===== config.mk =====
export PLATFORM = sky130hd
export DESIGN_NAME = arbiter
export DESIGN_NICKNAME = d
export VERILOG_FILES = /design/src/axi_lite_pkg.sv /design/src/soc_map_pkg.sv /design/src/arbiter.sv
export SDC_FILE = /design/constraint.sdc
export NUM_CORES = 1
export LEC_CHECK = 0
export ABC_AREA = 1
export BUFFER_PORTS_ARGS = -buffer_cell sky130_fd_sc_hd__buf_4
export CAP_MARGIN = 20
export CORE_AREA = 2 2 143 145
export DETAILED_ROUTE_END_ITERATION = 8
export DIE_AREA = 0 0 145 147
export HOLD_SLACK_MARGIN = 0.05
export PLACE_DENSITY = 0.35
export SYNTH_ARGS = -nofsm -noshare
export SYNTH_HDL_FRONTEND = slang
export SYNTH_SLANG_ARGS = --single-unit
export TNS_END_PERCENT = 50

===== constraint.sdc =====
create_clock -name clk -period 1.3 [get_ports clk]
set_input_delay 0.26 -clock clk [delete_from_list [all_inputs] [get_ports clk]]
set_output_delay 0.26 -clock clk [all_outputs]
set_load 0.01 [all_outputs]

===== src/axi_lite_pkg.sv =====
package axi_lite_pkg;

    typedef logic [31:0] addr_t;
    typedef logic [31:0] data_t;
    typedef logic [3:0]  strb_t;
    typedef logic [1:0]  resp_t;

    localparam resp_t RESP_OKAY   = 2'b00;
    localparam resp_t RESP_DECERR = 2'b11;

    // channel payloads
    typedef struct packed {
        addr_t addr;
    } ar_chan_t;

    typedef struct packed {
        data_t data;
        resp_t resp;
    } r_chan_t;

    typedef struct packed {
        addr_t addr;
    } aw_chan_t;

    typedef struct packed {
        data_t data;
        strb_t strb;
    } w_chan_t;

    typedef struct packed {
        resp_t resp;
    } b_chan_t;

    // read-only master bundles
    typedef struct packed {
        ar_chan_t ar;
        logic     ar_valid;
        logic     r_ready;
    } rd_req_t;

    typedef struct packed {
        logic     ar_ready;
        r_chan_t  r;
        logic     r_valid;
    } rd_resp_t;

    // full read/write bundles
    typedef struct packed {
        ar_chan_t ar;
        logic     ar_valid;
        logic     r_ready;
        aw_chan_t aw;
        logic     aw_valid;
        w_chan_t  w;
        logic     w_valid;
        logic     b_ready;
    } req_t;

    typedef struct packed {
        logic     ar_ready;
        r_chan_t  r;
        logic     r_valid;
        logic     aw_ready;
        logic     w_ready;
        b_chan_t  b;
        logic     b_valid;
    } resp_t_bundle;

endpackage


===== src/soc_map_pkg.sv =====
package soc_map_pkg;

    // word ram, 1 KiB
    localparam logic [31:0] RAM_BASE  = 32'h8000_0000;
    localparam int          RAM_WORDS = 256;

    // machine timer
    localparam logic [31:0] TIMER_BASE = 32'h0200_0000;
    localparam int          TIMER_SPAN = 16;

    localparam logic [3:0] MTIME_LO_OFF = 4'h0;
    localparam logic [3:0] MTIME_HI_OFF = 4'h4;

    typedef enum logic {
        MASTER_FETCH,
        MASTER_LSU
    } master_t;

    typedef enum logic [1:0] {
        SLV_RAM,
        SLV_TIMER,
        SLV_NONE
    } slave_t;

endpackage


===== src/arbiter.sv =====
module arbiter (
    input  logic                       clk,
    input  logic                       rst_n,
    input  axi_lite_pkg::rd_req_t      fetch_req,
    output axi_lite_pkg::rd_resp_t     fetch_resp,
    input  axi_lite_pkg::req_t         lsu_req,
    output axi_lite_pkg::resp_t_bundle lsu_resp,
    output axi_lite_pkg::req_t         bus_req,
    input  axi_lite_pkg::resp_t_bundle bus_resp
);

    soc_map_pkg::master_t grant;
    soc_map_pkg::master_t winner;
    logic busy;
    logic pass;
    logic addr_hs;
    logic resp_hs;

    // lsu first, then fetch, otherwise keep the current grant
    always_comb begin
        if (lsu_req.ar_valid || lsu_req.aw_valid) begin
            winner = soc_map_pkg::MASTER_LSU;
        end else if (fetch_req.ar_valid) begin
            winner = soc_map_pkg::MASTER_FETCH;
        end else begin
            winner = grant;
        end
    end

    // address valids reach the bus only once the grant matches the winner
    assign pass = !busy && (winner == grant);

    assign addr_hs = (bus_req.ar_valid && bus_resp.ar_ready) ||
                     (bus_req.aw_valid && bus_resp.aw_ready);
    assign resp_hs = (bus_resp.r_valid && bus_req.r_ready) ||
                     (bus_resp.b_valid && bus_req.b_ready);

    always_ff @(posedge clk) begin
        if (!rst_n) begin
            grant <= soc_map_pkg::MASTER_FETCH;
            busy  <= 1'b0;
        end else begin
            if (!busy) begin
                grant <= winner;
            end
            if (addr_hs) begin
                busy <= 1'b1;
            end else if (resp_hs) begin
                busy <= 1'b0;
            end
        end
    end

    always_comb begin
        bus_req    = '0;
        fetch_resp = '0;
        lsu_resp   = '0;
        if (grant == soc_map_pkg::MASTER_FETCH) begin
            bus_req.ar          = fetch_req.ar;
            bus_req.ar_valid    = fetch_req.ar_valid && pass;
            bus_req.r_ready     = fetch_req.r_ready;
            fetch_resp.ar_ready = bus_resp.ar_ready && bus_req.ar_valid;
            fetch_resp.r        = bus_resp.r;
            fetch_resp.r_valid  = bus_resp.r_valid;
        end else begin
            bus_req           = lsu_req;
            bus_req.ar_valid  = lsu_req.ar_valid && pass;
            bus_req.aw_valid  = lsu_req.aw_valid && pass;
            bus_req.w_valid   = lsu_req.w_valid && pass;
            lsu_resp          = bus_resp;
            // readies only for a request actually on the bus
            lsu_resp.ar_ready = bus_resp.ar_ready && bus_req.ar_valid;
            lsu_resp.aw_ready = bus_resp.aw_ready && bus_req.aw_valid;
            lsu_resp.w_ready  = bus_resp.w_ready && bus_req.w_valid;
        end
    end

    // a transaction keeps its master until the response completes
    a_grant_held: assert property (@(posedge clk) disable iff (!rst_n)
        (addr_hs || busy) |=> $stable(grant));

    // responses only come back for the transaction in flight
    a_resp_in_flight: assert property (@(posedge clk) disable iff (!rst_n)
        (bus_resp.r_valid || bus_resp.b_valid) |-> busy);

endmodule


=== Word-level counts from Yosys, hierarchy flattened ===
Cells that the tools add are included.

* Equality and inequality tests: 1
* Mux-type cells: 8
* Reductions and logical operators: 18

{| class="wikitable"
|+ Operator list
! operator !! number
|-
| $mux 71 || 1
|-
| $mux 41 || 1
|-
| $mux 36 || 1
|-
| $mux 34 || 1
|-
| $logic_and 1x1->1 || 13
|-
| $mux 1 || 4
|-
| $logic_or 1x1->1 || 3
|-
| $reduce_bool 2->1 || 1
|-
| $eq 1x1->1 || 1
|-
| $logic_not 1->1 || 1
|}

* Flip-flop bits (word level): 2
* Bits of input ports: 182
* Output and inout bits: 182
* Logic and storage cells: 29

=== Longest topological paths before layout ===
* Depth after elaboration: 10
* Gate-level depth with buffers: 7
* Depth with buffers taken out: 7

=== Worst setup path after synthesis ===
Ideal clock, no wire load.

* Kind: reg2out
* Start: reg grant
* End: out lsu_resp[3] (netlist bit)
* Data arrival time: 1.037 ns
* Data required time: 1.040 ns
* Path slack: 0.003 ns
* Cell stages (with the launch flop): 5
* Buffers on the path: 2
* Cells stage by stage: dfxtp_1 > buf_4 > buf_4 > nand3_1 > nor3b_1

{| class="wikitable"
|+ RTL lines
! item !! line !! text
|-
| start: declaration || arbiter.sv:12 || <nowiki>soc_map_pkg::master_t grant;</nowiki>
|-
| start signal: assignment || arbiter.sv:40 || <nowiki>grant <= soc_map_pkg::MASTER_FETCH;</nowiki>
|-
| start signal: assignment || arbiter.sv:44 || <nowiki>grant <= winner;</nowiki>
|-
| end: declaration || arbiter.sv:7 || <nowiki>output axi_lite_pkg::resp_t_bundle lsu_resp,</nowiki>
|}

==> metrics.cfg <==
[pwr]
peakVddDrop_mv = 0.287
total_power_w = 0.00277
p_leak_nw = 3.79
powerDensity_nw_per_um2 = 529

[sta]
setup_ws_ns = -0.184
skew_ns = 0.00407
drv_slew = 0
setup_viol = 181
worst_hold_slack_ns = 0.282
slew_headroom = 0.884
min_period_over_period = 1.14
grt_setup_unrepaired = yes
hold_violations = 0
fmax_mhz = 674
period_needed_ns = 1.48
max_slew.worst_pin.slew_ns = 0.173

[placed_design]
gp_congestion = 0.727
post-place-ws_ns = -0.0334
dpl.cell_count = 1073
portBuffers = 363
dp_hpwl_mm = 10.5

[grt]
grt_overflow = 0
grtUsageTotal = 0.101
grt_max_degree = 29
grt_pass1_wl_mm = 17.6
antenna_found_initial = 0
grt_pass1_vias = 3368

[yosys]
synthAdderAreaFrac = 0
syn_area_um2 = 1780
async_reset_ff_frac = 0
synth_top_family_by_area = simple AND/OR/NAND/NOR gates
ys_types = 18
synth-edff-count = 0
synth_mux_area_frac = 0
synth_fp_nets = 622
yosys.area_share.simple = 0.558
synthFlopType = dfxtp_1
yosysSeqAreaShare = 0.0224
ys.warnings.count = 0
synth_seq_cells = 2
synth_compound_area_frac = 0.0175
synth_cells = 440
avgSynthCellArea_um2 = 4.06
synthXorXnorAreaFrac = 0

[setup_path]
setup.worst_path.start_class = register
path_max_fanout = 10
critPathArrivalTime_ns = 1.22
worstPathRequired_ns = 1.04
endpoint_kind = output port
crit_type = reg2out

[cts]
clk_pin_slew_worst_paths_ns = 0.03
cts_buffer_depth = 2
cts_sinks = 2
cts_hold_buf = 0
clock_latency_ns = 0.22
cts_tree = done
cts_root_buffer = clkbuf_16
cts_buffers = 3
htree_levels = 1

[layout]
antenna_cells = 0
synthToLayoutAreaGrowth_pct = 193
num-nets-final = 997
final_cell_mix = buf_4, nand2_1, inv_1, nor2_1, buf_6
fin_cells = 1084
final_common_cell = buf_4
drive_above_1_share = 0.517

[floorplanning]
dieHeight_um = 147
fp-row-count = 52
dieArea_um2 = 21300
ioPinCount = 364
coreArea_um2 = 19800
die_w_um = 145
initial_core_util = 0.0899

[detailed_routing]
drc = 0
ant_nets = 0
routed_via_density = 3.29
vias = 3565
wl_per_cell_um = 11.0
first_iter_violations = 105
dr.pass1.iters = 4
finalWirelength_mm = 12.0

[min_path]
hold_path.class = in2reg

[run]
cap_violations = 0

[outcome]
status = complete, but fails checks
violations = setup timing

-- critical path: stages, from the launching register on --
cell and delay (ns):
dfxtp_4 0.41, buf_12 0.16, buf_4 0.15, nand2_1 0.09, nand2_1 0.08, buf_4 0.11
-- cell families after synthesis --
kind of cell,Yosys count
AND/OR/NAND/NOR,257
buffers and inverters,176
flip-flops,2
AO/OA/AOI/OAI,5
-- state kept, by name, summed over array words and instances, names as in the netlist --
name   cells
busy       1
grant      1
-- timing repair --
item                       CTS  global route
buffers inserted             2             4
pin swaps                    0             2
resized for setup           17            23
gates cloned                 0             1
setup endpoints to repair  181           182
-- path summary, 6_finish.rpt --
path	from	endpoint	slack, ns	depth (start not counted)
min reg2reg	busy	grant	0.60	3
max reg2reg	grant	busy	-0.05	6
min	rst_n	busy	0.28	3
max	grant	bus_req[90]	-0.18	5
-- stage by stage --
stage                     cell area (um2)  utilization  TNS (ns)
after detailed placement             4970        0.250    -0.404
after floorplan                      1780            -         0
after global placement               4970        0.250    -0.292
final                                5240        0.264    -21.38
after global routing                 5240        0.264    -32.40
after CTS                            5130        0.258    -25.98
-- cell usage after synthesis (2+ instances only) --
master	n	area [um2]
nand2_2	3	18.8
nand2_1	206	773
nor2_1	40	150
inv_1	152	571
buf_2	7	35.0
a21oi_1	2	10.0
clkbuf_1	3	11.3
buf_4	13	97.6
nand3_1	4	20.0
dfxtp_1	2	40.0
-- layout make-up --
| class | count | area (um2) |
|---|---|---|
| clock buffer | 4 | 78.8 |
| inverter | 153 | 576 |
| timing repair buffer | 393 | 3130 |
| sequential | 2 | 43.8 |
| fill | 2260 | 14600 |
| tap | 270 | 338 |
| multi-input combinational | 262 | 1070 |
-- power breakdown --
group | switching, W | total, W | internal [W]
Combinational | 0.000986 | 0.00221 | 0.00123
Sequential | 0.0000125 | 0.0000807 | 0.0000682
Clock | 0.0000713 | 0.000475 | 0.000403
-- per-layer routing --
layer / GRT usage / share of wire
met1: 0.105 / 0.36
met2: 0.202 / 0.53
met3: 0.0339 / 0.11
met4: 0.0129 / 0.0038
met5: 0 / 0
No activity file was read; power rests on OpenSTA's default activity.
