<file path="config.mk">
export PLATFORM = sky130hd
export DESIGN_NAME = xbar
export DESIGN_NICKNAME = d
export VERILOG_FILES = /design/src/axi_lite_pkg.sv /design/src/soc_map_pkg.sv /design/src/xbar.sv
export SDC_FILE = /design/constraint.sdc
export NUM_CORES = 1
export LEC_CHECK = 0
export BUFFER_PORTS_ARGS = -buffer_cell sky130_fd_sc_hd__buf_2
export CORE_AREA = 2 2 169 171
export DETAILED_ROUTE_END_ITERATION = 6
export DIE_AREA = 0 0 171 173
export PLACE_DENSITY = 0.35
export SKIP_CTS_REPAIR_TIMING = 1
export SYNTH_ARGS = -nofsm -noshare
export SYNTH_HDL_FRONTEND = slang
export SYNTH_SLANG_ARGS = --single-unit
</file>
<file path="constraint.sdc">
create_clock -name clk -period 5.6 [get_ports clk]
set_clock_uncertainty 0.05 [all_clocks]
set_input_delay 0.56 -clock clk [delete_from_list [all_inputs] [get_ports clk]]
set_output_delay 0.56 -clock clk [all_outputs]
set_load 0.02 [all_outputs]
</file>
<file path="src/axi_lite_pkg.sv">
package axi_lite_pkg;

    typedef logic [31:0] addr_t;
    typedef logic [31:0] data_t;
    typedef logic [3:0]  strb_t;
    typedef logic [1:0]  resp_t;

    localparam resp_t RESP_OKAY   = 2'b00;
    localparam resp_t RESP_DECERR = 2'b11;

    // channel payloads
    typedef struct packed {
        addr_t addr;
    } ar_chan_t;

    typedef struct packed {
        data_t data;
        resp_t resp;
    } r_chan_t;

    typedef struct packed {
        addr_t addr;
    } aw_chan_t;

    typedef struct packed {
        data_t data;
        strb_t strb;
    } w_chan_t;

    typedef struct packed {
        resp_t resp;
    } b_chan_t;

    // read-only master bundles
    typedef struct packed {
        ar_chan_t ar;
        logic     ar_valid;
        logic     r_ready;
    } rd_req_t;

    typedef struct packed {
        logic     ar_ready;
        r_chan_t  r;
        logic     r_valid;
    } rd_resp_t;

    // full read/write bundles
    typedef struct packed {
        ar_chan_t ar;
        logic     ar_valid;
        logic     r_ready;
        aw_chan_t aw;
        logic     aw_valid;
        w_chan_t  w;
        logic     w_valid;
        logic     b_ready;
    } req_t;

    typedef struct packed {
        logic     ar_ready;
        r_chan_t  r;
        logic     r_valid;
        logic     aw_ready;
        logic     w_ready;
        b_chan_t  b;
        logic     b_valid;
    } resp_t_bundle;

endpackage

</file>
<file path="src/soc_map_pkg.sv">
package soc_map_pkg;

    // word ram, 1 KiB
    localparam logic [31:0] RAM_BASE  = 32'h8000_0000;
    localparam int          RAM_WORDS = 256;

    // machine timer
    localparam logic [31:0] TIMER_BASE = 32'h0200_0000;
    localparam int          TIMER_SPAN = 16;

    localparam logic [3:0] MTIME_LO_OFF = 4'h0;
    localparam logic [3:0] MTIME_HI_OFF = 4'h4;

    typedef enum logic {
        MASTER_FETCH,
        MASTER_LSU
    } master_t;

    typedef enum logic [1:0] {
        SLV_RAM,
        SLV_TIMER,
        SLV_NONE
    } slave_t;

endpackage

</file>
<file path="src/xbar.sv">
module xbar (
    input  logic                       clk,
    input  logic                       rst_n,
    input  axi_lite_pkg::req_t         bus_req,
    output axi_lite_pkg::resp_t_bundle bus_resp,
    output axi_lite_pkg::req_t         ram_req,
    input  axi_lite_pkg::resp_t_bundle ram_resp,
    output axi_lite_pkg::req_t         timer_req,
    input  axi_lite_pkg::resp_t_bundle timer_resp
);

    soc_map_pkg::slave_t dec_sel;
    soc_map_pkg::slave_t sel_q;
    soc_map_pkg::slave_t sel;
    axi_lite_pkg::addr_t dec_addr;
    logic pending;
    logic err_r_valid_q;
    logic err_b_valid_q;
    logic err_wr_ready;
    logic addr_hs;
    logic resp_hs;

    function automatic soc_map_pkg::slave_t decode(input axi_lite_pkg::addr_t addr);
        if (addr >= soc_map_pkg::RAM_BASE &&
            addr < soc_map_pkg::RAM_BASE + 32'(soc_map_pkg::RAM_WORDS * 4)) begin
            return soc_map_pkg::SLV_RAM;
        end
        if (addr >= soc_map_pkg::TIMER_BASE &&
            addr < soc_map_pkg::TIMER_BASE + 32'(soc_map_pkg::TIMER_SPAN)) begin
            return soc_map_pkg::SLV_TIMER;
        end
        return soc_map_pkg::SLV_NONE;
    endfunction

    // reads win when both address channels are valid
    assign dec_addr = bus_req.ar_valid ? bus_req.ar.addr : bus_req.aw.addr;
    assign dec_sel  = decode(dec_addr);
    assign sel      = pending ? sel_q : dec_sel;

    always_comb begin
        ram_req            = bus_req;
        ram_req.ar_valid   = bus_req.ar_valid && (sel == soc_map_pkg::SLV_RAM);
        ram_req.aw_valid   = bus_req.aw_valid && (sel == soc_map_pkg::SLV_RAM);
        ram_req.w_valid    = bus_req.w_valid && (sel == soc_map_pkg::SLV_RAM);
        ram_req.r_ready    = bus_req.r_ready && (sel == soc_map_pkg::SLV_RAM);
        ram_req.b_ready    = bus_req.b_ready && (sel == soc_map_pkg::SLV_RAM);
        timer_req          = bus_req;
        timer_req.ar_valid = bus_req.ar_valid && (sel == soc_map_pkg::SLV_TIMER);
        timer_req.aw_valid = bus_req.aw_valid && (sel == soc_map_pkg::SLV_TIMER);
        timer_req.w_valid  = bus_req.w_valid && (sel == soc_map_pkg::SLV_TIMER);
        timer_req.r_ready  = bus_req.r_ready && (sel == soc_map_pkg::SLV_TIMER);
        timer_req.b_ready  = bus_req.b_ready && (sel == soc_map_pkg::SLV_TIMER);
    end

    assign err_wr_ready = !pending && bus_req.aw_valid && bus_req.w_valid &&
                          !bus_req.ar_valid;

    always_comb begin
        case (sel)
            soc_map_pkg::SLV_RAM:   bus_resp = ram_resp;
            soc_map_pkg::SLV_TIMER: bus_resp = timer_resp;
            default: begin
                // unmapped addresses get an answer here with zero data
                bus_resp          = '0;
                bus_resp.ar_ready = !pending;
                bus_resp.aw_ready = err_wr_ready;
                bus_resp.w_ready  = err_wr_ready;
                bus_resp.r.resp   = axi_lite_pkg::RESP_DECERR;
                bus_resp.r_valid  = err_r_valid_q;
                bus_resp.b.resp   = axi_lite_pkg::RESP_DECERR;
                bus_resp.b_valid  = err_b_valid_q;
            end
        endcase
    end

    assign addr_hs = (bus_req.ar_valid && bus_resp.ar_ready) ||
                     (bus_req.aw_valid && bus_resp.aw_ready);
    assign resp_hs = (bus_resp.r_valid && bus_req.r_ready) ||
                     (bus_resp.b_valid && bus_req.b_ready);

    always_ff @(posedge clk) begin
        if (!rst_n) begin
            pending       <= 1'b0;
            sel_q         <= soc_map_pkg::SLV_NONE;
            err_r_valid_q <= 1'b0;
            err_b_valid_q <= 1'b0;
        end else begin
            if (addr_hs) begin
                pending <= 1'b1;
                sel_q   <= dec_sel;
            end else if (resp_hs) begin
                pending <= 1'b0;
            end
            if (addr_hs && dec_sel == soc_map_pkg::SLV_NONE) begin
                err_r_valid_q <= bus_req.ar_valid;
                err_b_valid_q <= !bus_req.ar_valid;
            end else if (resp_hs) begin
                err_r_valid_q <= 1'b0;
                err_b_valid_q <= 1'b0;
            end
        end
    end

    // only the target of the open transaction may hold a response
    a_one_slave: assert property (@(posedge clk) disable iff (!rst_n)
        $onehot0({ram_resp.r_valid || ram_resp.b_valid,
                  timer_resp.r_valid || timer_resp.b_valid,
                  err_r_valid_q || err_b_valid_q}));

    // upstream must hold off new addresses until the response is done
    a_no_addr_pending: assert property (@(posedge clk) disable iff (!rst_n)
        pending |-> !(bus_req.ar_valid || bus_req.aw_valid));

endmodule
</file>
# After elaboration in Yosys (flattened, before gate mapping)
# Cells that the tools add are included.
[totals] regBits=5 in_bits=189 out_inout_bits=251 word_cells=51
[op_classes] n_lt_le_gt_ge=4 eq_ne=2 mux=14 n_reduce_logical=27
[ops] cell="one-hot mux 41 bit (2 select lines)" n=1
[ops] cell="greater-or-equal comparator 32 x 26 -> 1 bit, second input constant" n=1
[ops] cell="greater-or-equal comparator 32 bit, second input constant" n=1
[ops] cell="less-than comparator 32 x 26 -> 1 bit, second input constant" n=1
[ops] cell="less-than comparator 32 bit, second input constant" n=1
[ops] cell="two-way mux 32 bit" n=1
[ops] cell="logical AND 1 bit" n=20
[ops] cell="two-way mux 2 bit" n=5
[ops] cell="two-way mux 1 bit" n=7
[ops] cell="nonzero test 2 bit" n=2
[ops] cell="== test 2 x 1 -> 1 bit, second input constant" n=1
[ops] cell="== test 2 bit, second input constant" n=1
[ops] cell="logical NOT 1 bit" n=2
[ops] cell="logical NOT 2 bit" n=1
[ops] cell="logical OR 1 bit" n=2

# Depth between registers and ports, before layout
[logic_depth] word_depth=14 mapped_depth=9

# Least setup slack after synthesis
# OpenSTA, ideal clock, no wires.
[synth_path] path_kind="input-to-output" from="input port bus_req[72] (netlist name)" to="output port bus_resp[10] (netlist name)" t_arrival_ps=2575 required_time_ps=4990 slack_ps=2415 path_stages=8 path_cell_list="buf_4 -> nor4_1 -> nand4_1 -> a221o_1 -> o21ai_2 -> clkbuf_1 -> nand2_1 -> a21oi_1"
[synth_rtl] element="from (decl)" line_no="xbar.sv:4" source="input axi_lite_pkg::req_t bus_req,"
[synth_rtl] element="to (decl)" line_no="xbar.sv:5" source="output axi_lite_pkg::resp_t_bundle bus_resp,"

==> impl_metrics.csv <==
group,metric,value,unit
status,status,"finished, final reports clean",
routing,wirelength,13400,microns
global_routing,grt_max_degree,43,
routing,vias,2997,
worst_setup_path,path_common_cell,"buf_2",
timing,hold-worst-slack,0.420,ns
cts,cts_tree,"yes",
logic_synthesis,synth_cell_types,40,
timing,finalMaxSlewViolations,0,
timing,tns,0,ns
logic_synthesis,yosys_warnings,0,
pwr,leakage,1.86,nW
global_routing,grt_pass1_vias,2930,
global_routing,antenna_found_initial,0,
min_path,hold_end,"sel_q[0]$_SDFFE_PN0P_",
worst_setup_path,crit_slowest_cell,"or4b_4",
cts,cts_root_buffer,"clkbuf_16",
timing,worst_pin_slew,0.632,ns
routing,wl_per_cell,14.6,microns
global_routing,grtUsageTotal,8.49,%
cts,cts.path.max_buffers,2,
logic_synthesis,syn_inst,447,
timing,fin_ws,1.65,ns
worst_setup_path,cp_cell_sequence,"buf_2 > inv_2 > or4b_4 > a221o_1 > o21ai_4 > buf_4 > nand2_1 > a21oi_1 > buf_2",
min_path,whs_path_depth,2,
placed_design,hpwl,11500,microns
worst_setup_path,r2r-start,"pending$_SDFFE_PN0P_",
floorplan,rows,61,
floorplan,ioPinCount,440,
worst_setup_path,crit_path_end_kind,"output pin",
cts,clkSinkCount,5,
cts,clkSlewWorstSetupHoldPaths,0.03,ns
cts,cts_buffers,3,
routing,postRouteAntennaNets,0,
cells_and_area,drive_above_1_share,59.6,%
timing,slew_headroom,57.9,%
worst_setup_path,path_delay_family,"buffers and inverters",
placed_design,pre_cts_slack,1.59,ns
worst_setup_path,r2r_slack,3.23,ns
pwr,ir_worst_vdd,62.0,uV
logic_synthesis,synth_fp_nets,636,
timing,setup_viol,0,
routing,first_pass_iters,4,
worst_setup_path,worst-path-stages,9,
placed_design,gp_congestion,0.756,
worst_setup_path,start_kind,"input port",
timing,finalCriticalPeriod,3.95,ns
floorplan,die_w,171,microns
min_path,min-delay-path-class,"register to register",
global_routing,grt_pass1_wl,19000,microns
logic_synthesis,ys_ff_latch,5,
worst_setup_path,cp.required,4.99,ns
floorplan,die-height,173,microns
logic_synthesis,syn_area,2860,sq um
timing,fmax,0.253,GHz
placed_design,port_buffers,307,
cells_and_area,fin_nets,735,
worst_setup_path,crit_buf_inv,4,
cells_and_area,area_delta_synth_final,19.9,%
floorplan,start_util,10.3,%
worst_setup_path,cp_max_fo,42,
routing,drc,0,
worst_setup_path,path_class,"input port to output pin",
worst_setup_path,cp_slowest_stage_delay,0.58,ns
global_routing,grt_overflow_total,0,
routing,drt-initial-drc-count,141,
logic_synthesis,syn_avg_cell_area,6.39,sq um
pwr,power_density,107,nW/um^2
worst_setup_path,arrival,3.34,ns
floorplan,core_area,27600,sq um
cts,htreeDepth,1,
floorplan,dieArea,29600,sq um
timing,hold_viol_final,0,
logic_synthesis,seq_area_frac_synth,3.51,%
cells_and_area,n_antenna_cell,0,
timing,period_share,70.6,%
worst_setup_path,worstReg2RegEnd,"pending$_SDFFE_PN0P_",
cts,clkLatencyLatePin,0.23,ns
cells_and_area,final_cell_mix,"buf_2 (307), nand2_1 (88), a21oi_1 (42), nand3_1 (11), and3_1 (9)",
cells_and_area,final_common_cell,"buf_2",
min_path,hp-start,"sel_q[0]$_SDFFE_PN0P_",
worst_setup_path,r2r_cells,6,
cells_and_area,final_util,12.4,%
routing,viasPerCell,3.25,
timing,rsz0062_at_grt,"no",
job,maxCapViolations,0,
worst_setup_path,crit_start,"bus_req[72]",
## stage by stage
stage               cell area (sq um)  power [mW]  cells
detailed placement               3350       0.251    919
global placement                 3350       0.252    919
CTS                              3420       0.372    923
finish                           3420       0.366    923
global route                     3420       0.393    923
floorplan                        2860       0.283    447
## synthesized netlist by cell type (all sizes together)
cell type	count	share of area, %
nor3	6	1.1
nor4b	3	1.1
and2	4	0.88
mux2i	5	1.8
a21oi	44	7.8
and3	9	2.0
o21ai	9	1.8
nor2b	3	0.66
a22o	1	0.31
nand2	88	12
a31oi	3	0.66
nand4	2	0.44
or4b	1	0.48
o31ai	1	0.26
a21o	1	0.26
buf	202	53
nor2	5	0.66
nor4	6	1.3
o22a	1	0.31
a221oi	4	2.3
a211oi	2	0.53
or2b	1	0.26
clkbuf	14	1.8
a41oi	1	0.31
a221o	1	0.35
dfxtp	5	3.5
o2111a	1	0.39
or3	1	0.22
nand3	11	1.9
a22oi	2	0.53
inv	9	1.2
a31o	1	0.31
## area by class of cell
type	count	area, sq um
sequential	5	100
inverter	9	33.8
tap	378	473
fill	3324	24200
clock buffer	4	78.8
multi-input combinational	217	1180
timing repair buffer	310	1560
## flip-flops by register name (all words and copies together), names as in the netlist
name / cells
err_b_valid_q: 1
sel_q: 2
err_r_valid_q: 1
pending: 1
## logic make-up after synthesis
group,synth area share (%)
buffers and inverters,56.0
AND/OR/NAND/NOR,22.6
AO/OA/AOI/OAI,16.2
multiplexers,1.75
flip-flops,3.51
## worst register-to-register path, delay by kind of cell, from the launching register on
| family | cells | cell delay (ns) |
|---|---|---|
| AO/OA/AOI/OAI | 4 | 1.46 |
| flip-flops | 1 | 0.42 |
| AND/OR/NAND/NOR | 2 | 0.37 |
## how the worst max path moves through the flow
stage / to
final: bus_resp[37]
after global routing: bus_resp[5]
after CTS: bus_resp[37]
after detailed placement: bus_resp[37]
after global placement: bus_resp[37]
after floorplan: bus_resp[10]
## where the power goes
group          switching, mW  leakage, nW  internal, mW
sequential           0.00325       0.0410        0.0379
clock                 0.0243       0.0382        0.0945
combinational          0.126         1.78        0.0798
## layer usage
| layer | vias up | part of all wire (%) | GRT usage (%) |
|---|---|---|---|
| met1 | 1353 | 42 | 10.9 |
| li1 | 1469 | - | - |
| met4 | 0 | 1.9 | 1.91 |
| met2 | 132 | 47 | 13.8 |
| met5 | - | 0 | 0 |
| met3 | 43 | 8.3 | 2.75 |
Power figures use the tool's default switching activity.
