[config.mk]
export PLATFORM = sky130hd
export DESIGN_NAME = axi_lite_timer
export DESIGN_NICKNAME = d
export VERILOG_FILES = /design/src/axi_lite_pkg.sv /design/src/soc_map_pkg.sv /design/src/axi_lite_timer.sv
export SDC_FILE = /design/constraint.sdc
export NUM_CORES = 1
export LEC_CHECK = 0
export ABC_AREA = 1
export BUFFER_PORTS_ARGS = -buffer_cell sky130_fd_sc_hd__buf_2
export CORE_UTILIZATION = 35
export CTS_CLUSTER_DIAMETER = 40
export CTS_CLUSTER_SIZE = 8
export DETAILED_ROUTE_END_ITERATION = 6
export PLACE_DENSITY = 0.64
export SLEW_MARGIN = 0
export SYNTH_ARGS = -nofsm -noshare
export SYNTH_HDL_FRONTEND = slang
export SYNTH_SLANG_ARGS = --single-unit
[constraint.sdc]
create_clock -name clk -period 5.21 [get_ports clk]
set_input_delay 0 -clock clk [delete_from_list [all_inputs] [get_ports clk]]
set_output_delay 0 -clock clk [all_outputs]
set_load 0.03 [all_outputs]
[src/axi_lite_pkg.sv]
package axi_lite_pkg;

    typedef logic [31:0] addr_t;
    typedef logic [31:0] data_t;
    typedef logic [3:0]  strb_t;
    typedef logic [1:0]  resp_t;

    localparam resp_t RESP_OKAY   = 2'b00;
    localparam resp_t RESP_DECERR = 2'b11;

    // channel payloads
    typedef struct packed {
        addr_t addr;
    } ar_chan_t;

    typedef struct packed {
        data_t data;
        resp_t resp;
    } r_chan_t;

    typedef struct packed {
        addr_t addr;
    } aw_chan_t;

    typedef struct packed {
        data_t data;
        strb_t strb;
    } w_chan_t;

    typedef struct packed {
        resp_t resp;
    } b_chan_t;

    // read-only master bundles
    typedef struct packed {
        ar_chan_t ar;
        logic     ar_valid;
        logic     r_ready;
    } rd_req_t;

    typedef struct packed {
        logic     ar_ready;
        r_chan_t  r;
        logic     r_valid;
    } rd_resp_t;

    // full read/write bundles
    typedef struct packed {
        ar_chan_t ar;
        logic     ar_valid;
        logic     r_ready;
        aw_chan_t aw;
        logic     aw_valid;
        w_chan_t  w;
        logic     w_valid;
        logic     b_ready;
    } req_t;

    typedef struct packed {
        logic     ar_ready;
        r_chan_t  r;
        logic     r_valid;
        logic     aw_ready;
        logic     w_ready;
        b_chan_t  b;
        logic     b_valid;
    } resp_t_bundle;

endpackage

[src/soc_map_pkg.sv]
package soc_map_pkg;

    // word ram, 1 KiB
    localparam logic [31:0] RAM_BASE  = 32'h8000_0000;
    localparam int          RAM_WORDS = 256;

    // machine timer
    localparam logic [31:0] TIMER_BASE = 32'h0200_0000;
    localparam int          TIMER_SPAN = 16;

    localparam logic [3:0] MTIME_LO_OFF = 4'h0;
    localparam logic [3:0] MTIME_HI_OFF = 4'h4;

    typedef enum logic {
        MASTER_FETCH,
        MASTER_LSU
    } master_t;

    typedef enum logic [1:0] {
        SLV_RAM,
        SLV_TIMER,
        SLV_NONE
    } slave_t;

endpackage

[src/axi_lite_timer.sv]
module axi_lite_timer (
    input  logic                       clk,
    input  logic                       rst_n,
    input  axi_lite_pkg::req_t         req,
    output axi_lite_pkg::resp_t_bundle resp
);

    logic [63:0]         mtime_q;
    logic [63:0]         mtime_next;
    axi_lite_pkg::data_t rd_data;
    axi_lite_pkg::data_t r_data_q;
    logic                r_valid_q;
    logic                b_valid_q;
    logic                idle;
    logic                wr_ready;
    logic                rd_hs;

    assign idle     = !r_valid_q && !b_valid_q;
    assign wr_ready = idle && req.aw_valid && req.w_valid && !req.ar_valid;
    assign rd_hs    = req.ar_valid && idle;

    always_comb begin
        resp          = '0;
        resp.ar_ready = idle;
        resp.aw_ready = wr_ready;
        resp.w_ready  = wr_ready;
        resp.r.data   = r_data_q;
        resp.r.resp   = axi_lite_pkg::RESP_OKAY;
        resp.r_valid  = r_valid_q;
        resp.b.resp   = axi_lite_pkg::RESP_OKAY;
        resp.b_valid  = b_valid_q;
    end

    // count every cycle, a write overrides the strobed bytes of one half
    always_comb begin
        mtime_next = mtime_q + 64'd1;
        if (wr_ready) begin
            for (int i = 0; i < $bits(axi_lite_pkg::strb_t); i++) begin
                if (req.w.strb[i] && req.aw.addr[3:0] == soc_map_pkg::MTIME_LO_OFF) begin
                    mtime_next[8*i +: 8] = req.w.data[8*i +: 8];
                end
                if (req.w.strb[i] && req.aw.addr[3:0] == soc_map_pkg::MTIME_HI_OFF) begin
                    mtime_next[32 + 8*i +: 8] = req.w.data[8*i +: 8];
                end
            end
        end
    end

    always_comb begin
        case (req.ar.addr[3:0])
            soc_map_pkg::MTIME_LO_OFF: rd_data = mtime_q[31:0];
            soc_map_pkg::MTIME_HI_OFF: rd_data = mtime_q[63:32];
            default:                   rd_data = '0;
        endcase
    end

    always_ff @(posedge clk) begin
        if (!rst_n) begin
            mtime_q   <= '0;
            r_valid_q <= 1'b0;
            b_valid_q <= 1'b0;
        end else begin
            mtime_q <= mtime_next;
            if (rd_hs) begin
                r_valid_q <= 1'b1;
            end else if (req.r_ready) begin
                r_valid_q <= 1'b0;
            end
            if (wr_ready) begin
                b_valid_q <= 1'b1;
            end else if (req.b_ready) begin
                b_valid_q <= 1'b0;
            end
        end
    end

    always_ff @(posedge clk) begin
        if (rd_hs) begin
            r_data_q <= rd_data;
        end
    end

endmodule

After elaboration in Yosys (flattened, before gate mapping)
Cells that the tools add are included.

Bits of input ports: 107. Output and inout bits: 41. Word-level logic and storage cells: 41. Register bits after elaboration: 98.

Equality and inequality tests: 2. Reductions and logical operators: 20. Multiplexer cells: 14. Add/sub/neg operators: 1.

Operator list (number): $add A64 B1 Y64 const B (1); $mux W64 (1); $mux W8 (8); $pmux W32 S2 (1); $logic_and A1 B1 Y1 (13); $eq A4 B3 Y1 const B (2); $logic_not A4 Y1 (2); $mux W1 (4); $reduce_bool A2 Y1 (2); $logic_not A1 Y1 (3).

Longest topological paths before layout
Gate-level depths: netlist (run 1).

Depth after elaboration: 6. Gate-level depth with buffers: 12.

Worst setup path before layout (run 1)
No wires, ideal clock.

Kind: register -> register. From: register b_valid_q. To: register r_data_q[0] (enable). Path buffers: 0. Slack: 2.070 ns. Required time: 4.744 ns. Period minus slack after synthesis: 3.140 ns. Stages on the path, launching flop included: 2. Library setup time: 0.466 ns. Data arrival time: 2.674 ns. Cell sequence: dfxtp_1 nor3_1.

Longest elaborated chain between the ends: 3.

RTL lines: start, declared (line axi_lite_timer.sv:13) `logic b_valid_q;`; start signal, assigned (line axi_lite_timer.sv:61) `b_valid_q <= 1'b0;`; start signal, assigned (line axi_lite_timer.sv:70) `b_valid_q <= 1'b1;`; start signal, assigned (line axi_lite_timer.sv:72) `b_valid_q <= 1'b0;`; $logic_not A1 Y1 (line axi_lite_timer.sv:18) `assign idle = !r_valid_q && !b_valid_q;`; $logic_and A1 B1 Y1 (line axi_lite_timer.sv:18); $logic_and A1 B1 Y1 (line axi_lite_timer.sv:20) `assign rd_hs = req.ar_valid && idle;`; named net rd_hs (line axi_lite_timer.sv:16) `logic rd_hs;`; end signal, assigned (line axi_lite_timer.sv:79) `r_data_q <= rd_data;`; end, declared (line axi_lite_timer.sv:11) `axi_lite_pkg::data_t r_data_q;`.

The timed path passes the listed nets, and every way through them passes these cells. A chain may end at the register's enable or synchronous reset.

Worst setup path after layout (run 1)
From: register mtime_q[0]. To: register mtime_q[22].

Longest elaborated chain between the ends: 3.

RTL lines: start, declared (line axi_lite_timer.sv:8) `logic [63:0] mtime_q;`; start signal, assigned (line axi_lite_timer.sv:63) `mtime_q <= mtime_next;`; $add A64 B1 Y64 * (line axi_lite_timer.sv:36) `mtime_next = mtime_q + 64'd1;`; $mux W8 (line axi_lite_timer.sv:39) `if (req.w.strb[i] && req.aw.addr[3:0] == soc_map_pkg::MTIME_LO_OFF) begin`; $mux W64 * (line axi_lite_timer.sv:37) `if (wr_ready) begin`.

Mark *: on every way between the ends. The rest lies on a longest branch, timed or not.

==> results of run 1 <==
-- metrics by stage --
stage	std cells	setup slack [ns]	power (mW)
finish	1334	2.95	1.70
global route	1334	2.84	1.77
CTS	1334	2.96	1.72
detailed placement	1284	2.98	0.968
global placement	1284	3.03	0.967
floorplan	998	2.07	0.918
-- cells by family after synthesis --
family | after synthesis | synth area share
simple gates | 543 | 0.367
buf+inv | 216 | 0.136
compound gates | 121 | 0.111
flops | 98 | 0.363
xor+xnor | 15 | 0.0209
fa+ha+maj | 1 | 0.00199
other cells | 1 | 0.000597
-- worst register-to-register path: stages (launching register included) --
cell and delay (ns):
dfxtp_1 0.47, ha_1 0.32, inv_1 0.12, nor2_2 0.20, nand2_1 0.10, nor3_1 0.57, o21ai_0 0.17, o21bai_1 0.16
inv_1 0.05
-- Yosys cell counts, drive strengths merged --
cell type	count	share of area
nor2	158	0.10
nand3	94	0.077
dfxtp	66	0.21
o22ai	20	0.020
conb	1	0.00060
nand3b	1	0.0012
o211ai	8	0.0096
buf	15	0.016
nor4	1	0.0010
nor3	11	0.010
clkinv	2	0.0012
o21ai	65	0.052
edfxtp	32	0.15
ha	1	0.0020
clkbuf	15	0.0090
or2	7	0.0070
nand4	16	0.016
o21bai	15	0.018
a21oi	10	0.0080
a211oi	2	0.0024
xnor2	4	0.0056
inv	184	0.11
a31oi	1	0.0010
xor2	11	0.015
nand2	255	0.15
-- cell usage in the layout (no fill, tap or decap), types with 3 or more instances in the layout --
cell type	instances
nor3_1	8
nand2_1	253
xnor2_1	4
edfxtp_1	32
o21ai_1	10
a21oi_1	10
clkbuf_16	12
o211ai_1	8
or2_2	5
nor3_2	3
conb_1	4
inv_2	3
o22ai_1	20
buf_2	87
dlygate4sd3_1	34
nor2_1	148
o21bai_1	15
inv_1	181
o21ai_0	55
nand3_1	92
xor2_1	11
buf_4	4
dfxtp_1	66
nor2_2	9
nand4_1	16
-- where the power goes --
group	internal, mW	switching, mW	total [mW]
clock network	0.416	0.318	0.735
logic	0.0563	0.0966	0.153
registers	0.806	0.0100	0.816
-- routing by layer --
layer	vias to the layer above	wire length [um]	global-route usage
met1	2977	10700	0.358
met3	30	1380	0.0309
li1	3346	-	-
met2	220	9790	0.390
met4	0	559	0.0907
met5	-	0	0
-- how the worst max path moves through the flow --
stage                                 startpoint                endpoint  depth (start not counted)
final                      mtime_q[0]$_SDFF_PN0_  mtime_q[22]$_SDFF_PN0_                          8
after floorplan           b_valid_q$_SDFFE_PN0P_   r_data_q[0]$_DFFE_PP_                          1
after detailed placement   mtime_q[0]$_SDFF_PN0_  mtime_q[34]$_SDFF_PN0_                         10
after global routing       mtime_q[0]$_SDFF_PN0_  mtime_q[22]$_SDFF_PN0_                          8
after CTS                  mtime_q[0]$_SDFF_PN0_  mtime_q[34]$_SDFF_PN0_                         10
after global placement     mtime_q[0]$_SDFF_PN0_  mtime_q[34]$_SDFF_PN0_                         10
-- registers in the layout, indices dropped and copies added, names as in the netlist --
register,flops
mtime_q,64
r_data_q,32
b_valid_q,1
r_valid_q,1
-- repair_timing --
action                                 in CTS  in global routing
endpoints found under the hold margin      52                  0
hold buffers                               34                  0
resized for setup                           0                  0
-- layout make-up --
cell class,count,area [um2],share of cell area
Clock buffer,12,300,0.0397
Clock inverter,4,32.5,0.00430
Inverter,186,698,0.0923
Multi-Input combinational cell,684,3160,0.418
Sequential cell,98,2280,0.302
Tap cell,225,282,0.0372
Timing Repair Buffer,125,806,0.107
==> results by group, run 1 <==
Timing
  – Hold Slack: 0.0687 ns
  – Slew @ Worst Pin: 1.09 ns
  – Fmax: 0.443 GHz
  – Fin. Hold Viols: 0
  – Worst slew margin: 0.275
  – Clock skew after layout: 0.00970 ns
  – RSZ-0062 raised after global routing: no
  – Final Cycle Share: 0.434
  – Setup TNS: 0 ns
  – Endpoints failing setup: 0
  – Crit path time final: 2.26 ns
  – Slew Limit Fails: 0

Setup path
  – CP delay by family, top: simple AND/OR/NAND/NOR gates
  – Worst path slowest cell: nor3_1
  – Setup crit end kind: register
  – Critical path class: register to register
  – CP Max Fanout: 5
  – Worst endpoint data arrival time: 2.51 ns
  – Largest stage delay, worst path: 0.57 ns
  – R2R Setup Slk: 2.95 ns
  – Crit path cell chain: ha_1 > inv_1 > nor2_2 > nand2_1 > nor3_1 > o21ai_0 > o21bai_1 > inv_1
  – R2R depth: 8
  – CP required: 5.47 ns
  – Most common cell on crit path: inv_1
  – Startpoint Class: register
  – Buf/Inv on CP: 2
  – Worst reg2reg startpoint: mtime_q[0]$_SDFF_PN0_
  – R2r endpoint: mtime_q[22]$_SDFF_PN0_

Final layout
  – Core Util, Final: 0.434
  – Share of layout cells above drive strength 1: 0.119
  – N_diodes: 0
  – Post-route design area: 7560 um2
  – Nets: 1,212
  – Fillers: 1,871
  – Synthesis-to-layout area growth: 20.4%

Clocking
  – Bufs on Longest Clock Path: 2
  – Clk slew on worst S/H paths: 0.07 ns
  – Clock Root Buffer: clkbuf_16
  – Post-CTS setup buffer count: 0
  – CTS sink count: 98
  – H-tree lvl count: 3
  – Skew-Pair Late Insertion Delay: 0.36 ns
  – CTS tree: yes
  – Inserted Clock Buffers: 9

Yosys
  – Yosys Warn Count: 0
  – Mean cell area of the mapped netlist: 6.31 um2
  – Mapped cell area: 6280 um2
  – Synthesis-stage register bit count: 98
  – Mapped Cells: 995
  – Yosys cell types: 35
  – Sequential-to-total area share from yosys stat: 0.363

Routing
  – Drt first pass iters: 5
  – Via count: 6,573
  – DRT Wirelength: 22,500 um
  – Iteration-0 DRC count of the detailed router: 583
  – DRC: 0
  – Antenna-violating nets left: 0
  – Vias per inst: 4.93
  – Drt wl/cell: 16.8 um

Placed design
  – DP Area: 6890 um2
  – Routability Congestion: 0.978
  – Detailed placer's ending HPWL: 17,700 um
  – PortBufs: 87

Hold path
  – Hold Path Sink: mtime_q[9]$_SDFF_PN0_
  – Hold depth: 5
  – Min-Delay Path Class: input pin to register
  – Hold path startpoint: req[3]

GRT
  – Tot GR Track Use: 0.252
  – Initial antenna violation count: 0
  – Grt total ovfl: 0
  – Maximum number of pins on one net before global-route repair: 56
  – Vias in the first global route: 5,906
  – First-pass GRT wire length: 33,900 um

Power and ir drop
  – Pwr Density: 225 nW/um2
  – Leakage power: 3.57 nW
  – Worst-case vdd ir drop: 0.150 mV

Run status
  – Outcome: complete, no violations

Floorplan
  – Die Ht: 136 um
  – Die area: 18,500 um2
  – Starting Density: 0.360
  – Die X: 136 um
  – # IOs: 148
  – Core footprint: 17,400 um2
  – Row count: 48

Flow run
  – Max-Cap Viols: 0
No activity file was read; power rests on OpenSTA's default activity.
==> run 2, diff against run 1 <==
--- a/config.mk
+++ b/config.mk
@@ -11,7 +11,7 @@
 export CTS_CLUSTER_DIAMETER = 40
 export CTS_CLUSTER_SIZE = 8
 export DETAILED_ROUTE_END_ITERATION = 6
-export PLACE_DENSITY = 0.64
+export PLACE_DENSITY = 0.66
 export SLEW_MARGIN = 0
 export SYNTH_ARGS = -nofsm -noshare
 export SYNTH_HDL_FRONTEND = slang
==> constraint.sdc (replaced) <==
create_clock -name clk -period 2 [get_ports clk]
set_input_delay 0 -clock clk [delete_from_list [all_inputs] [get_ports clk]]
set_output_delay 0 -clock clk [all_outputs]
set_load 0.03 [all_outputs]
==> run 2 against run 1 <==
Compared with the run above:
- combinational power increased to 2.8 times the previous value
- power grew to 2.6 times the previous value
- sequential share of layout area decreased by 1.1 points
- flip-flop and latch count is the same
- count of clock-buffer cells in the layout down 3
- worst setup slack got worse by 2.9 ns
- critical path depth rose by 3
- clock skew decreased by 0.0024 ns
- sequential power grew to 2.6 times the previous value
- first-iteration DRC count increased by 0.34%
- critical endpoint is now mtime_q[34]$_SDFF_PN0_
- largest cell class unchanged
- highest routed layer unchanged
==> results by group, run 2 (synthesis gave the netlist of run 1 again) <==
Run status
  – Outcome: complete, no violations

Timing
  – Slew Limit Fails: 0 (unchanged)
  – Worst slew margin: 0.615 (+0.340)
  – Clock skew after layout: 0.00730 ns (-0.00240 ns)
  – Fin. Hold Viols: 0 (unchanged)
  – Fmax: 0.521 GHz (+18%)
  – Post-route worst setup slack: 0.0795 ns (-2.87 ns)
  – Setup TNS: 0 ns (unchanged)
  – Final Cycle Share: 0.960 (+0.527)
  – Crit path time final: 1.92 ns (-0.338 ns)
  – RSZ-0062 raised after global routing: yes
  – Slew @ Worst Pin: 0.572 ns (-0.513 ns)
  – Endpoints failing setup: 0 (unchanged)

Power and ir drop
  – Leakage power: 3.75 nW (+4.9%)
  – Pwr Density: 566 nW/um2 (+150%)
  – Worst-case vdd ir drop: 0.417 mV (+180%)

Setup path
  – Setup crit end kind: register
  – Worst endpoint data arrival time: 2.18 ns (-0.33 ns)
  – R2R depth: 11 (+3)
  – Critical path class: register to register
  – CP required: 2.26 ns (-3.21 ns)
  – CP Max Fanout: 4 (-1)
  – Startpoint Class: register

Routing
  – DRC: 0 (unchanged)
  – Drt first pass iters: 5 (unchanged)
  – Via count: 6,791 (+3.3%)
  – Vias per inst: 4.95 (+0.53%)
  – DRT Wirelength: 22,400 um (-0.41%)
  – Iteration-0 DRC count of the detailed router: 585 (+0.34%)
  – Antenna-violating nets left: 0 (unchanged)
  – Drt wl/cell: 16.3 um (-3.1%)

Final layout
  – Top flop regs: mtime_q (64), r_data_q (32)
  – Nets: 1,249 (+3.1%)
  – Share of layout cells above drive strength 1: 0.151 (+0.0319)
  – Top reg by flops: mtime_q
  – N_diodes: 0 (unchanged)
  – Commonest non-fill, non-tap cells in the layout: nand2_1, inv_1, nor2_1
  – Synthesis-to-layout area growth: 24.9%
  – Post-Layout Cell Count: 1,371 (+2.8%)
  – Most common cell after layout, fill and taps aside: nand2_1
  – Largest register FFs: 64 (unchanged)

Floorplan
  – Starting Density: 0.360 (unchanged)
  – Die area: 18,500 um2 (unchanged)
  – Die Ht: 136 um (unchanged)
  – Die X: 136 um (unchanged)
  – Row count: 48 (unchanged)
  – Core footprint: 17,400 um2 (unchanged)
  – # IOs: 148 (unchanged)

Placed design
  – Routability Congestion: 1.03 (+5.8%)
  – PortBufs: 87 (unchanged)
  – DP Cell Count: 1,322 (+3.0%)
  – Pre-CTS setup slack: 0.151 ns (-2.83 ns)
  – Detailed placer's ending HPWL: 18,100 um (+2.1%)

Clocking
  – CTS sink count: 98 (unchanged)
  – CTS tree: yes
  – Clk slew on worst S/H paths: 0.07 ns (about the same)
  – Skew-Pair Late Insertion Delay: 0.36 ns (about the same)
  – Post-CTS setup buffer count: 0 (unchanged)
  – Clock Root Buffer: clkbuf_16
  – Bufs on Longest Clock Path: 2 (unchanged)
  – Inserted Clock Buffers: 9 (unchanged)
  – H-tree lvl count: 3 (unchanged)

GRT
  – Initial antenna violation count: 0 (unchanged)
  – Maximum number of pins on one net before global-route repair: 32 (-43%)
  – First-pass GRT wire length: 33,900 um (+0.10%)
  – Tot GR Track Use: 0.252 (-0.000578)
  – Grt total ovfl: 0 (unchanged)
  – Vias in the first global route: 6,106 (+3.4%)

Hold path
  – Hold depth: 3 (-2)
  – Min-Delay Path Class: input pin to register

Flow run
  – Max-Cap Viols: 0 (unchanged)
run 2: what timing repair did:
action                     4_1_cts  5_1_grt
hold buffers                    33        0
resized for setup                0        3
hold endpoints to repair        47        0
setup endpoints to repair        0        5
run 2: cell type report:
cell class	instances	area, um2
fillers	1902	9580
multi-input cells	684	3180
flip-flops and latches	98	2280
repair buffers	162	1080
inverters	186	698
well taps	225	282
clock buffers	9	225
clock inverters	7	93.8
run 2: critical path: stages (launching register included):
cell     delay (ns)
dfxtp_1        0.34
ha_1           0.24
inv_1          0.11
nor2_2         0.23
nand3_2        0.20
nor3_2         0.27
buf_4          0.17
nand2_1        0.05
nand2_1        0.06
nand3_1        0.07
nand2_1        0.06
inv_1          0.03
run 2: final timing paths:
kind | start | to | slack [ns]
max | mtime_q[0]$_SDFF_PN0_ | mtime_q[34]$_SDFF_PN0_ | 0.08
min | req[11] | mtime_q[5]$_SDFF_PN0_ | 0.02
max reg2reg | mtime_q[0]$_SDFF_PN0_ | mtime_q[34]$_SDFF_PN0_ | 0.08
min reg2reg | mtime_q[10]$_SDFF_PN0_ | mtime_q[10]$_SDFF_PN0_ | 0.50
run 2: power breakdown:
| part | total, mW | internal, mW | switching [mW] |
|---|---|---|---|
| combinational | 0.424 | 0.159 | 0.265 |
| sequential | 2.12 | 2.10 | 0.0200 |
| clock | 1.90 | 1.09 | 0.802 |
run 2: stage by stage:
step                      cell area (um2)  hold slack, ns  utilization  power (mW)
after floorplan                      6300           0.135            -        2.39
after global placement               7180           0.254        0.412        2.54
after detailed placement             7180           0.255        0.412        2.54
after CTS                            7830          0.0139        0.449        4.45
after global routing                 7840          0.0430        0.450        4.59
final                                7840          0.0190        0.450        4.44
run 2: per-layer routing:
metal  routed length [um]  part of all wire  up-vias  global-route usage
li1                     -                 -     3411                   -
met1                10200              0.46     3086               0.345
met2                10100              0.45      268               0.404
met3                 1710             0.076       26              0.0503
met4                  314             0.014        0              0.0593
met5                    0                 0        -                   0
==> run 3, diff against run 2 <==
--- a/config.mk
+++ b/config.mk
@@ -12,6 +12,7 @@
 export CTS_CLUSTER_SIZE = 8
 export DETAILED_ROUTE_END_ITERATION = 6
 export PLACE_DENSITY = 0.66
+export RECOVER_POWER = 50
 export SLEW_MARGIN = 0
 export SYNTH_ARGS = -nofsm -noshare
 export SYNTH_HDL_FRONTEND = slang
==> run 3 against run 2 <==
Compared with the run above:
- flip-flop and latch count unchanged
- register-to-register slack barely moved
- sequential share of layout area increased by 0.27 points
- clock skew about the same
- worst setup slack improved by 0.0082 ns
- worst hold slack worse by 0.0043 ns
- first-iteration DRC count is 9.2% higher
- wire length increased by 0.47%
- die area unchanged
- critical path type unchanged
- largest power group unchanged
==> results by group, run 3 (synthesis gave the netlist of run 1 again) <==
Run status
  – Outcome: complete, no violations

Floorplan
  – # IOs: 148 (unchanged)
  – Die X: 136 um (unchanged)
  – Core footprint: 17,400 um2 (unchanged)
  – Row count: 48 (unchanged)
  – Starting Density: 0.360 (unchanged)
  – Die area: 18,500 um2 (unchanged)
  – Die Ht: 136 um (unchanged)

GRT
  – Grt total ovfl: 0 (unchanged)
  – Initial antenna violation count: 0 (unchanged)
  – Maximum number of pins on one net before global-route repair: 32 (unchanged)
  – Vias in the first global route: 6,106 (unchanged)
  – First-pass GRT wire length: 33,900 um (unchanged)
  – Tot GR Track Use: 0.252 (unchanged)

Clocking
  – Clock Root Buffer: clkbuf_16
  – H-tree lvl count: 3 (unchanged)
  – CTS sink count: 98 (unchanged)
  – CTS tree: yes
  – Inserted Clock Buffers: 9 (unchanged)
  – Skew-Pair Late Insertion Delay: 0.37 ns (about the same)
  – Clk slew on worst S/H paths: 0.07 ns (about the same)
  – Bufs on Longest Clock Path: 2 (unchanged)

Timing
  – RSZ-0062 raised after global routing: yes
  – Slew Limit Fails: 0 (unchanged)
  – Worst slew margin: 0.295 (-0.320)
  – Crit path time final: 1.91 ns (-0.00816 ns)
  – Fin. Hold Viols: 0 (unchanged)
  – Final Cycle Share: 0.956 (-0.00408)
  – Endpoints failing setup: 0 (unchanged)
  – Fmax: 0.523 GHz (+0.43%)
  – Clock skew after layout: 0.00733 ns (+0.0000309 ns)
  – Slew @ Worst Pin: 1.06 ns (+0.486 ns)
  – Setup TNS: 0 ns (unchanged)

Routing
  – Iteration-0 DRC count of the detailed router: 639 (+9.2%)
  – DRC: 0 (unchanged)
  – Vias per inst: 4.93 (-0.53%)
  – Via count: 6,755 (-0.53%)
  – DRT Wirelength: 22,500 um (+0.47%)
  – Antenna-violating nets left: 0 (unchanged)
  – Drt first pass iters: 5 (unchanged)
  – Drt wl/cell: 16.4 um (+0.47%)

Placed design
  – PortBufs: 87 (unchanged)
  – Routability Congestion: 1.03 (unchanged)
  – Detailed placer's ending HPWL: 18,100 um (unchanged)

Final layout
  – Synthesis-to-layout area growth: 23.7%
  – Top reg by flops: mtime_q
  – Share of layout cells above drive strength 1: 0.116 (-0.0349)
  – Top flop regs: mtime_q (64), r_data_q (32)
  – Core Util, Final: 0.446 (-0.00417)
  – Commonest non-fill, non-tap cells in the layout: nand2_1, inv_1, nor2_1
  – Largest register FFs: 64 (unchanged)
  – Nets: 1,249 (unchanged)
  – Most common cell after layout, fill and taps aside: nand2_1
  – N_diodes: 0 (unchanged)

Power and ir drop
  – Gate power share: 0.092 (-0.003)
  – Clock share of power: 0.428 (about the same)
  – Pwr Density: 570 nW/um2 (+0.57%)
  – Sequential power share: 0.480 (+0.002)
  – Worst-case vdd ir drop: 0.422 mV (+1.1%)
  – Switch Pwr: 1.09 mW (about the same)
  – Switching share of power: 0.246 (+0.000858)
  – Leakage power: 3.62 nW (-3.4%)
  – Pint: 3.34 mW (-0.47%)

Setup path
  – Startpoint Class: register
  – Critical path class: register to register
  – Worst endpoint data arrival time: 2.18 ns (about the same)
  – R2R depth: 11 (unchanged)
  – CP required: 2.27 ns (about the same)
  – Setup crit end kind: register
  – CP Max Fanout: 4 (unchanged)

Hold path
  – Hold depth: 3 (unchanged)
  – Min-Delay Path Class: input pin to register

Flow run
  – Max-Cap Viols: 0 (unchanged)
-- run 3: cell types whose count changed in the layout (fill, tap and decap cells not counted), sizes merged --
cell / before / now
buf: 129 / 89
clkbuf: 9 / 49
-- run 3: timing repair --
action,4_1_cts,5_1_grt
hold buffers,33,0
setup buffers,0,0
endpoints found under the hold margin,47,0
gates resized for setup,0,3
endpoints found under the setup margin,0,5
-- run 3: area by class of cell --
cell class	count	area, um2
clock buffer	9	225
clock inverter	7	93.8
fill	1922	9650
inverter	186	698
multi-input combinational	684	3170
sequential	98	2280
tap	225	282
timing repair buffer	162	1020
-- run 3: critical path, cell delays in order, from the launching register on --
cell,delay (ns)
dfxtp_1,0.34
ha_1,0.24
inv_1,0.11
nor2_2,0.22
nand3_2,0.19
nor3_2,0.27
buf_4,0.17
nand2_1,0.05
nand2_1,0.06
nand3_1,0.07
nand2_1,0.06
inv_1,0.03
-- run 3: power by group through the flow --
| stage | Sequential (mW) | Clock, mW | Combinational (mW) |
|---|---|---|---|
| finish | 2.12 | 1.90 | 0.405 |
| global route | 2.13 | 2.01 | 0.440 |
| CTS | 2.12 | 1.90 | 0.426 |
| detailed placement | 2.17 | 0 | 0.375 |
| global placement | 2.17 | 0 | 0.372 |
| floorplan | 2.25 | 0 | 0.147 |
-- run 3: through the flow --
step | setup WS (ns) | power (mW) | std cells | cell area (um2) | hold WS, ns
floorplan | 0.360 | 2.39 | 998 | 6300 | 0.135
finish | 0.0877 | 4.42 | 1371 | 7770 | 0.0147
global route | -0.0213 | 4.58 | 1371 | 7770 | 0.0430
CTS | 0.123 | 4.45 | 1371 | 7830 | 0.0139
detailed placement | 0.151 | 2.54 | 1322 | 7180 | 0.255
global placement | 0.165 | 2.54 | 1322 | 7180 | 0.254
-- run 3: path summary, 6_finish.rpt --
path / slack [ns] / start / end
max: 0.09 / mtime_q[0]$_SDFF_PN0_ / mtime_q[34]$_SDFF_PN0_
min: 0.01 / req[11] / mtime_q[5]$_SDFF_PN0_
max reg2reg: 0.09 / mtime_q[0]$_SDFF_PN0_ / mtime_q[34]$_SDFF_PN0_
min reg2reg: 0.50 / mtime_q[10]$_SDFF_PN0_ / mtime_q[10]$_SDFF_PN0_
-- run 3: per-layer routing --
layer	GRT usage	part of all wire	vias up
met3	0.0503	0.080	23
li1	-	-	3409
met2	0.404	0.45	259
met5	0	0	-
met1	0.345	0.46	3064
met4	0.0593	0.013	0
